### src/hdl/cpuParams.svh
`ifndef CPU_PARAMS_SVH
`define CPU_PARAMS_SVH

// data and address width
`define WORD_WIDTH 16

// architectural registers r0..r3
`define REG_COUNT 4

// first fetch address after reset
`define RESET_PC 16'h0000

// words in the simulation memory
`define MEM_DEPTH 256

`endif

### src/hdl/isaPkg.sv
`include "cpuParams.svh"

package isaPkg;

    typedef logic [`WORD_WIDTH-1:0] wordT;
    typedef logic [$clog2(`REG_COUNT)-1:0] regIdxT;
    typedef logic [7:0] immT;

    // instr[15:12]
    typedef enum logic [3:0] {
        opBne   = 4'd0,
        opBeq   = 4'd1,
        opAdi   = 4'd4,
        opOri   = 4'd5,
        opLhi   = 4'd6,
        opLwd   = 4'd7,
        opSwd   = 4'd8,
        opJmp   = 4'd9,
        opRtype = 4'd15
    } opcodeT;

    // instr[5:0], only meaningful for opRtype
    typedef enum logic [5:0] {
        fnAdd = 6'd0,
        fnSub = 6'd1,
        fnAnd = 6'd2,
        fnOrr = 6'd3,
        fnWwd = 6'd28,
        fnHlt = 6'd29
    } funcT;

    typedef enum logic [2:0] {
        aluAdd,
        aluSub,
        aluAnd,
        aluOr,
        aluPassA
    } aluOpT;

endpackage

### src/hdl/pipePkg.sv
package pipePkg;

    // control word carried down the pipe, zero for a bubble
    typedef struct packed {
        logic regDst;
        logic isJump;
        logic isBranch;
        logic aluSrc;
        logic isAlu;
        logic memRead;
        logic memWrite;
        logic memToReg;
        logic regWrite;
        logic wwd;
        logic hlt;
    } ctrlT;

    typedef enum logic [1:0] {
        fromReg = 2'd0,
        fromMem = 2'd1,
        fromWb  = 2'd2
    } fwdSelT;

    typedef logic stageValidT;

endpackage

### src/hdl/wbBusIf.sv
`timescale 1ns/1ps

// writeback result, seen by the register file and the forwarding logic
interface wbBusIf import isaPkg::*; ();

    logic   wbValid;
    logic   regWrite;
    regIdxT rd;
    wordT   data;

    modport writer (output wbValid, output regWrite, output rd, output data);
    modport reader (input wbValid, input regWrite, input rd, input data);

endinterface

### src/hdl/regFile.sv
`timescale 1ns/1ps
`include "cpuParams.svh"

module regFile import isaPkg::*; (
    input  logic   Clk,
    input  logic   rstN,
    input  regIdxT rs,
    input  regIdxT rt,
    output wordT   rsData,
    output wordT   rtData,
    wbBusIf.reader wb
);

    wordT regs [`REG_COUNT];
    logic wrEn;

    assign wrEn = wb.wbValid && wb.regWrite;

    always_ff @(posedge Clk) begin
        if (!rstN) begin
            for (int i = 0; i < `REG_COUNT; i++) begin
                regs[i] <= '0;
            end
        end else if (wrEn) begin
            regs[wb.rd] <= wb.data;
        end
    end

    // decode sees a value written in the same cycle
    assign rsData = (wrEn && wb.rd == rs) ? wb.data : regs[rs];
    assign rtData = (wrEn && wb.rd == rt) ? wb.data : regs[rt];

endmodule

### src/hdl/controlDecode.sv
`timescale 1ns/1ps

module controlDecode import isaPkg::*, pipePkg::*; (
    input  wordT   instr,
    input  logic   valid,
    output ctrlT   ctrl,
    output regIdxT rd,
    output logic   useRs,
    output logic   useRt
);

    opcodeT opcode;
    funcT   func;

    assign opcode = opcodeT'(instr[15:12]);
    assign func   = funcT'(instr[5:0]);

    always_comb begin
        ctrl  = '0;
        useRs = 1'b0;
        useRt = 1'b0;
        if (valid) begin
            case (opcode)
                opRtype: begin
                    case (func)
                        fnAdd, fnSub, fnAnd, fnOrr: begin
                            ctrl.regDst   = 1'b1;
                            ctrl.isAlu    = 1'b1;
                            ctrl.regWrite = 1'b1;
                            useRs         = 1'b1;
                            useRt         = 1'b1;
                        end
                        fnWwd: begin
                            ctrl.wwd = 1'b1;
                            useRs    = 1'b1;
                        end
                        fnHlt: ctrl.hlt = 1'b1;
                        default: ;
                    endcase
                end
                opAdi, opOri: begin
                    ctrl.aluSrc   = 1'b1;
                    ctrl.isAlu    = 1'b1;
                    ctrl.regWrite = 1'b1;
                    useRs         = 1'b1;
                end
                // immediate goes to the upper byte, no register source
                opLhi: begin
                    ctrl.aluSrc   = 1'b1;
                    ctrl.isAlu    = 1'b1;
                    ctrl.regWrite = 1'b1;
                end
                opLwd: begin
                    ctrl.aluSrc   = 1'b1;
                    ctrl.memRead  = 1'b1;
                    ctrl.memToReg = 1'b1;
                    ctrl.regWrite = 1'b1;
                    useRs         = 1'b1;
                end
                opSwd: begin
                    ctrl.aluSrc   = 1'b1;
                    ctrl.memWrite = 1'b1;
                    useRs         = 1'b1;
                    useRt         = 1'b1;
                end
                opBne, opBeq: begin
                    ctrl.isBranch = 1'b1;
                    useRs         = 1'b1;
                    useRt         = 1'b1;
                end
                opJmp: ctrl.isJump = 1'b1;
                default: ;
            endcase
        end
    end

    // R-type writes rd, everything else writes rt
    assign rd = ctrl.regDst ? regIdxT'(instr[7:6]) : regIdxT'(instr[9:8]);

endmodule

### src/hdl/aluUnit.sv
`timescale 1ns/1ps

module aluUnit import isaPkg::*; (
    input  opcodeT opcode,
    input  funcT   func,
    input  wordT   a,
    input  wordT   b,
    output wordT   result,
    output logic   branchTaken
);

    aluOpT aluOp;
    logic  isZero;

    always_comb begin
        case (opcode)
            opRtype: begin
                case (func)
                    fnAdd:   aluOp = aluAdd;
                    fnSub:   aluOp = aluSub;
                    fnAnd:   aluOp = aluAnd;
                    fnOrr:   aluOp = aluOr;
                    default: aluOp = aluPassA;
                endcase
            end
            opAdi, opLwd, opSwd: aluOp = aluAdd;
            opOri:               aluOp = aluOr;
            // branches compare by subtracting
            opBne, opBeq:        aluOp = aluSub;
            default:             aluOp = aluPassA;
        endcase
    end

    always_comb begin
        case (aluOp)
            aluAdd:  result = a + b;
            aluSub:  result = a - b;
            aluAnd:  result = a & b;
            aluOr:   result = a | b;
            default: result = a;
        endcase
    end

    assign isZero = (result == '0);

    // BEQ and BNE share opcode bits 3:1, bit 0 picks the zero sense
    always_comb begin
        branchTaken = (opcode[3:1] == 3'b000) && (isZero == opcode[0]);
        if (branchTaken) begin
            assert (opcode inside {opBne, opBeq})
                else $error("branch condition raised for opcode %0d", opcode);
        end
    end

endmodule

### src/hdl/hazardForward.sv
`timescale 1ns/1ps

module hazardForward import isaPkg::*, pipePkg::*; (
    input  logic   Clk,
    input  regIdxT exRs,
    input  regIdxT exRt,
    input  logic   exUseRs,
    input  logic   exUseRt,
    input  logic   memRegWrite,
    input  regIdxT memRd,
    wbBusIf.reader wb,
    input  regIdxT idRs,
    input  regIdxT idRt,
    input  logic   idUseRs,
    input  logic   idUseRt,
    input  logic   exMemRead,
    input  regIdxT exRd,
    output fwdSelT fwdA,
    output fwdSelT fwdB,
    output logic   loadStall
);

    logic wbWrites;

    assign wbWrites = wb.wbValid && wb.regWrite;

    // the memory stage holds the younger result, so it wins
    always_comb begin
        if (exUseRs && memRegWrite && memRd == exRs) begin
            fwdA = fromMem;
        end else if (exUseRs && wbWrites && wb.rd == exRs) begin
            fwdA = fromWb;
        end else begin
            fwdA = fromReg;
        end
        if (exUseRt && memRegWrite && memRd == exRt) begin
            fwdB = fromMem;
        end else if (exUseRt && wbWrites && wb.rd == exRt) begin
            fwdB = fromWb;
        end else begin
            fwdB = fromReg;
        end
    end

    // load data only exists in the memory stage, hold decode one cycle
    assign loadStall = exMemRead && ((idUseRs && idRs == exRd) || (idUseRt && idRt == exRd));

    // a load always reads its base register, so a stall implies a live execute slot
    aStallNeedsLoad: assert property (@(posedge Clk) loadStall |-> exUseRs)
        else $error("load-use stall raised with a bubble in execute");

endmodule

### src/hdl/datapath.sv
`timescale 1ns/1ps
`include "cpuParams.svh"

module datapath import isaPkg::*, pipePkg::*; (
    input  logic   Clk,
    input  logic   rstN,
    output logic   instrRead,
    output wordT   instrAddr,
    input  wordT   instrData,
    output logic   dataRead,
    output logic   dataWrite,
    output wordT   dataAddr,
    output wordT   dataWdata,
    input  wordT   dataRdata,
    input  logic   memBusy,
    output wordT   idInstr,
    output logic   idValid,
    input  ctrlT   idCtrl,
    input  regIdxT idRd,
    input  logic   idUseRs,
    input  logic   idUseRt,
    output logic   halted,
    output wordT   numInst,
    output wordT   outputPort
);

    function automatic wordT fwdMux(fwdSelT sel, wordT regVal, wordT memVal, wordT wbVal);
        case (sel)
            fromMem: return memVal;
            fromWb:  return wbVal;
            default: return regVal;
        endcase
    endfunction

    wordT pc;
    wordT pcPlusOne;
    wordT nextPc;

    stageValidT ifIdValid;
    wordT       ifIdInstr;
    wordT       ifIdPc;

    stageValidT idExValid;
    ctrlT       idExCtrl;
    logic       idExUseRs;
    logic       idExUseRt;
    wordT       idExPc;
    wordT       idExRsData;
    wordT       idExRtData;
    regIdxT     idExRs;
    regIdxT     idExRt;
    regIdxT     idExRd;
    opcodeT     idExOpcode;
    funcT       idExFunc;
    immT        idExImm;

    stageValidT exMemValid;
    ctrlT       exMemCtrl;
    wordT       exMemResult;
    wordT       exMemStoreData;
    regIdxT     exMemRd;

    stageValidT memWbValid;
    ctrlT       memWbCtrl;
    wordT       memWbData;
    regIdxT     memWbRd;

    regIdxT idRs;
    regIdxT idRt;
    wordT   idRsData;
    wordT   idRtData;
    logic   idJump;
    wordT   jumpTarget;

    fwdSelT fwdA;
    fwdSelT fwdB;
    wordT   exRsFwd;
    wordT   exRtFwd;
    wordT   immExt;
    wordT   aluB;
    wordT   aluResult;
    wordT   exResult;
    wordT   branchTarget;
    logic   aluBranch;
    logic   exFlush;
    logic   loadStall;

    wordT   memFwdData;
    logic   hltRetire;
    logic   advance;

    wbBusIf wbBus ();

    // fetch
    assign instrRead = !halted;
    assign instrAddr = pc;
    assign pcPlusOne = pc + 1'b1;

    // decode
    assign idInstr    = ifIdInstr;
    assign idValid    = ifIdValid;
    assign idRs       = regIdxT'(ifIdInstr[11:10]);
    assign idRt       = regIdxT'(ifIdInstr[9:8]);
    assign idJump     = idCtrl.isJump;
    assign jumpTarget = {ifIdPc[15:12], ifIdInstr[11:0]};

    regFile i_regFile (
        .Clk    (Clk),
        .rstN   (rstN),
        .rs     (idRs),
        .rt     (idRt),
        .rsData (idRsData),
        .rtData (idRtData),
        .wb     (wbBus.reader)
    );

    // execute
    assign exRsFwd = fwdMux(fwdA, idExRsData, memFwdData, wbBus.data);
    assign exRtFwd = fwdMux(fwdB, idExRtData, memFwdData, wbBus.data);
    assign immExt  = (idExOpcode == opOri) ? wordT'(idExImm) : wordT'($signed(idExImm));
    assign aluB    = idExCtrl.aluSrc ? immExt : exRtFwd;

    aluUnit i_aluUnit (
        .opcode      (idExOpcode),
        .func        (idExFunc),
        .a           (exRsFwd),
        .b           (aluB),
        .result      (aluResult),
        .branchTaken (aluBranch)
    );

    assign exResult = (idExCtrl.isAlu && idExOpcode == opLhi) ?
                      wordT'({idExImm, 8'h00}) : aluResult;
    // branch offset is relative to the instruction after the branch
    assign branchTarget = idExPc + immExt;
    assign exFlush      = idExCtrl.isBranch && aluBranch;

    hazardForward i_hazardForward (
        .Clk         (Clk),
        .exRs        (idExRs),
        .exRt        (idExRt),
        .exUseRs     (idExUseRs),
        .exUseRt     (idExUseRt),
        .memRegWrite (exMemCtrl.regWrite),
        .memRd       (exMemRd),
        .wb          (wbBus.reader),
        .idRs        (idRs),
        .idRt        (idRt),
        .idUseRs     (idUseRs),
        .idUseRt     (idUseRt),
        .exMemRead   (idExCtrl.memRead),
        .exRd        (idExRd),
        .fwdA        (fwdA),
        .fwdB        (fwdB),
        .loadStall   (loadStall)
    );

    // memory, a store behind a retiring HLT must not reach memory
    assign hltRetire  = memWbValid && memWbCtrl.hlt;
    assign dataRead   = exMemCtrl.memRead;
    assign dataWrite  = exMemCtrl.memWrite && !hltRetire;
    assign dataAddr   = exMemResult;
    assign dataWdata  = exMemStoreData;
    assign memFwdData = exMemCtrl.memToReg ? dataRdata : exMemResult;

    // writeback
    assign wbBus.wbValid  = memWbValid;
    assign wbBus.regWrite = memWbCtrl.regWrite;
    assign wbBus.rd       = memWbRd;
    assign wbBus.data     = memWbData;

    assign advance = !memBusy && !halted;

    always_comb begin
        if (loadStall) begin
            nextPc = pc;
        end else if (exFlush) begin
            nextPc = branchTarget;
        end else if (idJump) begin
            nextPc = jumpTarget;
        end else begin
            nextPc = pcPlusOne;
        end
    end

    always_ff @(posedge Clk) begin
        if (!rstN) begin
            pc         <= `RESET_PC;
            halted     <= 1'b0;
            numInst    <= '0;
            outputPort <= '0;
            ifIdValid  <= 1'b0;
            idExValid  <= 1'b0;
            idExCtrl   <= '0;
            idExUseRs  <= 1'b0;
            idExUseRt  <= 1'b0;
            exMemValid <= 1'b0;
            exMemCtrl  <= '0;
            memWbValid <= 1'b0;
            memWbCtrl  <= '0;
        end else if (advance) begin
            if (memWbValid) begin
                numInst <= numInst + 1'b1;
                if (memWbCtrl.wwd) begin
                    outputPort <= memWbData;
                end
            end
            if (hltRetire) begin
                halted     <= 1'b1;
                ifIdValid  <= 1'b0;
                idExValid  <= 1'b0;
                idExCtrl   <= '0;
                idExUseRs  <= 1'b0;
                idExUseRt  <= 1'b0;
                exMemValid <= 1'b0;
                exMemCtrl  <= '0;
                memWbValid <= 1'b0;
                memWbCtrl  <= '0;
            end else begin
                pc <= nextPc;
                if (exFlush || idJump) begin
                    ifIdValid <= 1'b0;
                end else if (!loadStall) begin
                    ifIdValid <= instrRead;
                end
                if (exFlush || loadStall) begin
                    idExValid <= 1'b0;
                    idExCtrl  <= '0;
                    idExUseRs <= 1'b0;
                    idExUseRt <= 1'b0;
                end else begin
                    idExValid <= ifIdValid;
                    idExCtrl  <= idCtrl;
                    idExUseRs <= idUseRs;
                    idExUseRt <= idUseRt;
                end
                exMemValid <= idExValid;
                exMemCtrl  <= idExCtrl;
                memWbValid <= exMemValid;
                memWbCtrl  <= exMemCtrl;
            end
        end
    end

    always_ff @(posedge Clk) begin
        if (advance && !loadStall) begin
            ifIdInstr <= instrData;
            ifIdPc    <= pcPlusOne;
        end
        if (advance) begin
            idExPc         <= ifIdPc;
            idExRsData     <= idRsData;
            idExRtData     <= idRtData;
            idExRs         <= idRs;
            idExRt         <= idRt;
            idExRd         <= idRd;
            idExOpcode     <= opcodeT'(ifIdInstr[15:12]);
            idExFunc       <= funcT'(ifIdInstr[5:0]);
            idExImm        <= immT'(ifIdInstr[7:0]);
            exMemResult    <= exResult;
            exMemStoreData <= exRtFwd;
            exMemRd        <= idExRd;
            memWbData      <= memFwdData;
            memWbRd        <= exMemRd;
        end
    end

    aNoDualAccess: assert property (@(posedge Clk) disable iff (!rstN) !(dataRead && dataWrite))
        else $error("data read and write requested together");

    aHaltIsFinal: assert property (@(posedge Clk) disable iff (!rstN)
        halted |=> !memWbValid && $stable(numInst))
        else $error("instruction retired after halt");

endmodule

### src/hdl/cpuTop.sv
`timescale 1ns/1ps

module cpuTop import isaPkg::*, pipePkg::*; (
    input  logic Clk,
    input  logic rstN,
    output logic instrRead,
    output wordT instrAddr,
    input  wordT instrData,
    output logic dataRead,
    output logic dataWrite,
    output wordT dataAddr,
    output wordT dataWdata,
    input  wordT dataRdata,
    input  logic memBusy,
    output logic halted,
    output wordT numInst,
    output wordT outputPort
);

    wordT   idInstr;
    logic   idValid;
    ctrlT   idCtrl;
    regIdxT idRd;
    logic   idUseRs;
    logic   idUseRt;

    datapath i_datapath (
        .Clk        (Clk),
        .rstN       (rstN),
        .instrRead  (instrRead),
        .instrAddr  (instrAddr),
        .instrData  (instrData),
        .dataRead   (dataRead),
        .dataWrite  (dataWrite),
        .dataAddr   (dataAddr),
        .dataWdata  (dataWdata),
        .dataRdata  (dataRdata),
        .memBusy    (memBusy),
        .idInstr    (idInstr),
        .idValid    (idValid),
        .idCtrl     (idCtrl),
        .idRd       (idRd),
        .idUseRs    (idUseRs),
        .idUseRt    (idUseRt),
        .halted     (halted),
        .numInst    (numInst),
        .outputPort (outputPort)
    );

    // decode-stage control, computed outside the datapath
    controlDecode i_controlDecode (
        .instr (idInstr),
        .valid (idValid),
        .ctrl  (idCtrl),
        .rd    (idRd),
        .useRs (idUseRs),
        .useRt (idUseRt)
    );

endmodule

### config.mk
export PLATFORM = sky130hd
export DESIGN_NAME = cpuTop
export DESIGN_NICKNAME = d
export VERILOG_FILES = /design/src/hdl/isaPkg.sv /design/src/hdl/pipePkg.sv /design/src/hdl/wbBusIf.sv /design/src/hdl/regFile.sv /design/src/hdl/controlDecode.sv /design/src/hdl/aluUnit.sv /design/src/hdl/hazardForward.sv /design/src/hdl/datapath.sv /design/src/hdl/cpuTop.sv
export VERILOG_INCLUDE_DIRS = /design/src /design/src/hdl
export SDC_FILE = /design/constraint.sdc
export NUM_CORES = 1
export LEC_CHECK = 0
export BUFFER_PORTS_ARGS = -buffer_cell sky130_fd_sc_hd__clkbuf_2
export CORE_UTILIZATION = 40
export DETAILED_ROUTE_END_ITERATION = 10
export HOLD_SLACK_MARGIN = 0.06
export SYNTH_ARGS = -nofsm -noshare
export SYNTH_HDL_FRONTEND = slang
export SYNTH_SLANG_ARGS = --single-unit
### constraint.sdc
create_clock -name Clk -period 7.8 [get_ports Clk]
set_clock_uncertainty 0.1 [all_clocks]
set_input_delay 0.78 -clock Clk [delete_from_list [all_inputs] [get_ports Clk]]
set_output_delay 0.78 -clock Clk [all_outputs]
set_load 0.1 [all_outputs]
==> metrics.txt, run 1 <==
highest-count cells in the layout ignoring fill and taps 214 x edfxtp_1, 118 x clkbuf_2, 100 x nand2_1, 79 x and2_1, 75 x dfxtp_1; post-CTS sizing 0; Initial DRC Count 857; WP data arrival 7280 ps; crit path time final 6920 ps; drt first pass iters 5; Vias per Instance 5.78; maximum vdd drop 0.208 mV; Clock Path Buffers 3; Leak 6.65 nW; GRT Util Overall 22.5%; share of layout cells above drive strength 1 21.7%; die height 201 microns; Synthesized Nets 1460; number of synthesized flops with an enable pin 214; cell area after layout 18000 sq um; Biggest register i_datapath.i_regFile.regs; # IOs 119; total congestion overflow 0; Sw Ratio 30.3%; Antenna Nets Post-Route 0; max capacitance violation total 0; Worst-path clk slew 60 ps; Tcrit/Tclk final 88.7%; routed len/inst 22.5 microns; H-tree depth 2; R2R Setup Slk 880 ps; RSZ-0062 raised after global routing false; ANT cells 0; Comb power frac 18.7%; status completed; PwrDens 229 nW/um^2; async set-or-reset flop fraction in the synthesized netlist 0%; Yosys cell types 87; Yosys top cell area share 40.5%; hold-critical path depth 1; Fin Setup TNS 0 ps; Final WS setup 879 ps; CTS root buffer clkbuf_16; gpl congestion 0.904; WP data required 8160 ps; CTS buffer count 34; top post-synthesis cells by area edfxtp_1 40%, dfxtp_1 9.5%, mux2_2 4.5%; Main synth FF type edfxtp_1; Int Pwr 0.00287 W; Syn Inst Count 1386; Die W 201 microns; worst r2r path cells 21; max reg flops 64; dpl hpwl 32800 microns; CP Class flop to flop; Placed Area 17000 sq um; Skew-Pair Late Insertion Delay 540 ps; Worst Max-Slew Pin Slew 1340 ps; flops & latches, synth 289; Syn Area/Cell 11.4 sq um; Post-Route WL 45600 microns; clock sink count 289; Peak Freq 0.144 GHz; register area share after synthesis 50.0%; fill cell count 3651; final net count 1560; max_slew headroom 10.5%; vias in the first global route 11400; CTS tree yes; Final Hold Viols 0; gr busiest metal met2; most common cell after layout, fill and taps aside edfxtp_1; Remaining DRCs 0; via count of the routed design 11700; Setup Viol. Count Final 0; sw power 0.00125 W; GR Layer Usage met3 3.87%; first-pass GRT wire length 69500 microns; IO buf count 118; Pins Over Slew Limit 0; Worst Setup Start Kind flop; Worst Setup End Kind flop; share of power burned in registers 44.8%; Synth area leader edfxtp_1; GR Util met1 30.9%; largest net degree at the start of global routing 87; P&R area growth vs syn 13.6%; Clock power frac 36.5%; postcts setup bufs 0; hold_buf cts 0; starting density of the core 40.8%; mapped cell area 15900 sq um; worst-path fanout max 23; Row Count 72; routing usage on met2 36.5%; HP Class primary input to flop; initial antenna violation count 1; Place WS 922 ps; die area 40500 sq um; placeable core area 38900 sq um; Warnings, synthesis 0; Pwr Total 0.00413 W; Layout Utilization 46.3%
## through the flow
| stage | hold WS, ps | std cells |
|---|---|---|
| after detailed placement | 306 | 1968 |
| final | 318 | 2028 |
| after global placement | 301 | 1968 |
| after global routing | 301 | 2028 |
| after CTS | 297 | 2028 |
| after floorplan | 300 | 1386 |
## power by group through the flow
| stage | Clock, W | Combinational (W) | Sequential [W] |
|---|---|---|---|
| after floorplan | 0 | 0.000421 | 0.00200 |
| after global placement | 0 | 0.000765 | 0.00188 |
| after detailed placement | 0 | 0.000765 | 0.00188 |
| after CTS | 0.00154 | 0.000768 | 0.00185 |
| after global routing | 0.00161 | 0.000826 | 0.00186 |
| final | 0.00151 | 0.000770 | 0.00185 |
## logic make-up (layout without fill, tap and decap cells)
family / after synthesis / after routing / synth area share [%]
mux: 131 / 131 / 11.4
xor+xnor: 82 / 82 / 4.72
compound gates: 290 / 290 / 12.8
flops: 289 / 289 / 50.0
simple gates: 448 / 448 / 14.9
fa+ha+maj: 40 / 40 / 3.23
buf+inv: 106 / 230 / 2.98
## layer usage
metal	vias up	wire, microns
met4	0	1030
met1	5834	20300
met2	346	21600
met5	-	0
li1	5467	-
met3	68	2650
## worst paths after layout
path	from	to
hold / removal	instrData[6]	i_datapath.idInstr[6]
setup reg to reg	i_datapath.memWbRd[0]	i_datapath.instrAddr[4]
setup / recovery	i_datapath.memWbRd[0]	i_datapath.instrAddr[4]
hold reg to reg	i_datapath.ifIdPc[7]	i_datapath.idExPc[7]
## cells in the mapped netlist, types with 4 or more instances
cell / instances
o211ai_1: 6
edfxtp_1: 214
or2_2: 4
ha_1: 37
and2_1: 79
o21ai_0: 54
buf_6: 7
buf_1: 5
dfxtp_1: 75
o31ai_1: 28
nor2_1: 72
nand2_1: 100
nand4_1: 29
buf_2: 9
mux4_2: 32
nor3_1: 19
a32o_1: 8
a21oi_1: 47
and3_1: 31
a22oi_1: 10
o311ai_0: 6
nand3_1: 32
xor2_2: 4
mux2_2: 64
a31oi_1: 25
o21a_1: 8
a311oi_1: 9
nor4_1: 26
nor2b_1: 21
xor2_1: 24
a21boi_0: 21
nand2b_1: 6
xnor2_1: 54
a211oi_1: 9
o221ai_1: 6
or3_1: 9
inv_1: 22
clkbuf_1: 60
a21o_1: 8
mux2i_1: 28
## final cells by class
cell class | count | area (sq um) | area share, %
timing repair buffer | 148 | 816 | 4.52
tap | 518 | 648 | 3.59
clock buffer | 51 | 985 | 5.46
inverter | 22 | 85.1 | 0.472
sequential | 289 | 7930 | 44.0
multi-input combinational | 991 | 7510 | 41.7
clock inverter | 9 | 60.1 | 0.333
## critical path: stages, from the launching register on
cell	delay [ps]
edfxtp_1	610
xor2_1	340
nor3_2	740
mux2i_1	260
o21ai_0	230
inv_1	160
ha_1	180
inv_1	60
fa_1	460
a211oi_1	520
o21ai_0	280
a21oi_1	220
xor2_1	170
o221ai_1	160
a2111oi_0	460
and4_1	240
nand4b_1	130
a211oi_2	390
mux2i_4	280
buf_4	350
mux2_1	360
a21oi_1	150
(Power assumes the default switching activity.)
==> inputs of run 2 (changes only) <==
Settings changed: CORE_UTILIZATION 40 to 49, PLACE_DENSITY from default to 0.67.
==> run 2 against run 1 <==
Utilization increased by 10 points. Sequential cell count did not move. Total power fell by 0.79%. Sequential share of layout area rose by 0.38 points. Highest routed layer unchanged.
==> metrics.txt, run 2 (synthesized netlist as in run 1, its figures left out) <==
status completed; CTS buffer count 31 (-8.8%); HP Class primary input to flop; drt first pass iters 7 (+2); max_slew headroom 13.6% (+3.2 points); Setup Viol. Count Final 0 (unchanged); via count of the routed design 11800 (+0.83%); Worst-path clk slew 60 ps (about the same); Placed Instances 1849 (-6.0%); Final WS setup 798 ps (-81.7 ps); CP delay by family, top compound AO/OA/AOI/OAI gates; starting density of the core 50.0% (+9.3 points); Die W 182 microns (-9.6%); Tcrit/Tclk final 89.8% (+1.0 points); routed len/inst 22.8 microns (+1.3%); hold_buf cts 0 (unchanged); Antenna Nets Post-Route 0 (unchanged); CTS tree yes; Setup crit start i_datapath.exMemCtrl[3]; WP data required 8200 ps (+40 ps); final instance count without filler cells 1907 (-6.0%); total congestion overflow 0 (unchanged); Biggest register i_datapath.i_regFile.regs; clock sink count 289 (unchanged); Vias per Instance 6.19 (+7.2%); P&R area growth vs syn 12.7%; Cell Chain, Critical Path buf_4 -> mux2_2 -> nor4_1 -> a31oi_1 -> nor4_1 -> o2111ai_1 -> o21ai_0 -> xnor2_1 -> o21ai_0 -> ha_1 -> and2_1 -> and3_1 -> a21o_1 -> a311oi_1 -> o311ai_0 -> nor2_1 -> and4_1 -> nand4b_1 -> a211oi_2 -> mux2i_4 -> buf_4 -> mux2_1 -> a21oi_1; Post-Route WL 43400 microns (-4.7%); Worst Setup End Kind flop; worst-path fanout max 23 (unchanged); most common cell after layout, fill and taps aside edfxtp_1; Leak 6.65 nW (about the same); Fin Setup TNS 0 ps (unchanged); Clock Path Buffers 3 (unchanged); initial antenna violation count 0 (-1); Initial DRC Count 1118 (+30%); IO buf count 118 (unchanged); # IOs 119 (unchanged); gpl congestion 0.924 (+2.2%); Worst Max-Slew Pin Slew 1290 ps (-49.4 ps); first-pass GRT wire length 67300 microns (-3.1%); postcts setup bufs 0 (unchanged); reg-to-reg startpoint i_datapath.exMemCtrl[3]; CP Class flop to flop; HP Start instrData[7]; CP max-delay cell dfxtp_1; CTS root buffer clkbuf_16; Skew-Pair Late Insertion Delay 580 ps (+40 ps); share of layout cells above drive strength 1 21.9% (+0.21 points); dpl hpwl 31400 microns (-4.4%); Worst path max stage delay 740 ps (about the same); Pwr Total 0.00409 W (-0.79%); worst path bufs/invs 2 (-1); Placed Area 16800 sq um (-0.96%); vias in the first global route 11600 (+1.5%); die height 182 microns (-9.6%); H-tree depth 1 (-1); Pins Over Slew Limit 0 (unchanged); ANT cells 0 (unchanged); Remaining DRCs 0 (unchanged); Final Hold Viols 0 (unchanged); GRT Util Overall 26.5% (+4.1 points); max capacitance violation total 0 (unchanged); PwrDens 229 nW/um^2 (about the same); Worst Setup Start Kind flop; highest-count cells in the layout ignoring fill and taps 214 x edfxtp_1, 118 x clkbuf_2, 100 x nand2_1, 79 x and2_1, 75 x dfxtp_1; crit path time final 7000 ps (+81.7 ps); Peak Freq 0.143 GHz (-1.2%); max reg flops 64 (unchanged); die area 33100 sq um (-18%); post-CTS sizing 0 (unchanged); WP data arrival 7400 ps (+120 ps); maximum vdd drop 0.186 mV (-11%); final net count 1554 (-0.38%); Place WS 879 ps (-42.3 ps); placeable core area 31700 sq um (-18%); largest net degree at the start of global routing 96 (+10%); Row Count 65 (-9.7%); RSZ-0062 raised after global routing false; cell area after layout 17900 sq um (-0.86%)
-- run 2: routing by layer --
layer  track usage, %  wire length [microns]  vias up
li1                 -                      -     5477
met1             35.4                  18200     5809
met2             44.3                  21000      450
met3             4.33                   3010       76
met4             8.40                   1210        0
met5                0                      0        -
-- run 2: stage by stage --
stage          hold WS, ps  utilization, %
2_1_floorplan          300               -
5_1_grt                253            56.4
6_report               279            56.4
4_1_cts                261            56.4
3_3_place_gp           301            53.0
3_5_place_dp           305            53.0
-- run 2: path summary, 6_finish.rpt --
kind,endpoint,slack [ps],cells after the start
max,i_datapath.instrAddr[2],800,23
min,i_datapath.idInstr[7],280,1
max reg2reg,i_datapath.instrAddr[2],800,23
min reg2reg,i_datapath.idExPc[4],320,0
-- run 2: final cells by class --
class | instances | area [sq um]
fill | 2690 | 13800
sequential | 289 | 7930
multi-input combinational | 991 | 7520
clock buffer | 45 | 961
timing repair buffer | 145 | 793
tap | 402 | 503
clock inverter | 13 | 91.3
inverter | 22 | 85.1
-- run 2: where the power goes --
part           leakage (nW)  switching (W)  total [W]  internal (W)
Sequential             2.76      0.0000903    0.00185       0.00175
Combinational          3.36       0.000519   0.000762      0.000243
Clock                 0.527       0.000625    0.00149      0.000861
Total                  6.65        0.00123    0.00409       0.00286
-- run 2: worst register-to-register path, stage by stage, from the launching register on --
cell,delay [ps]
dfxtp_1,740
buf_4,320
mux2_2,420
nor4_1,290
a31oi_1,130
nor4_1,460
o2111ai_1,290
o21ai_0,280
xnor2_1,80
o21ai_0,370
ha_1,360
and2_1,190
and3_1,160
a21o_1,200
a311oi_1,290
o311ai_0,210
nor2_1,140
and4_1,200
nand4b_1,130
a211oi_2,400
mux2i_4,290
buf_4,350
mux2_1,370
a21oi_1,150
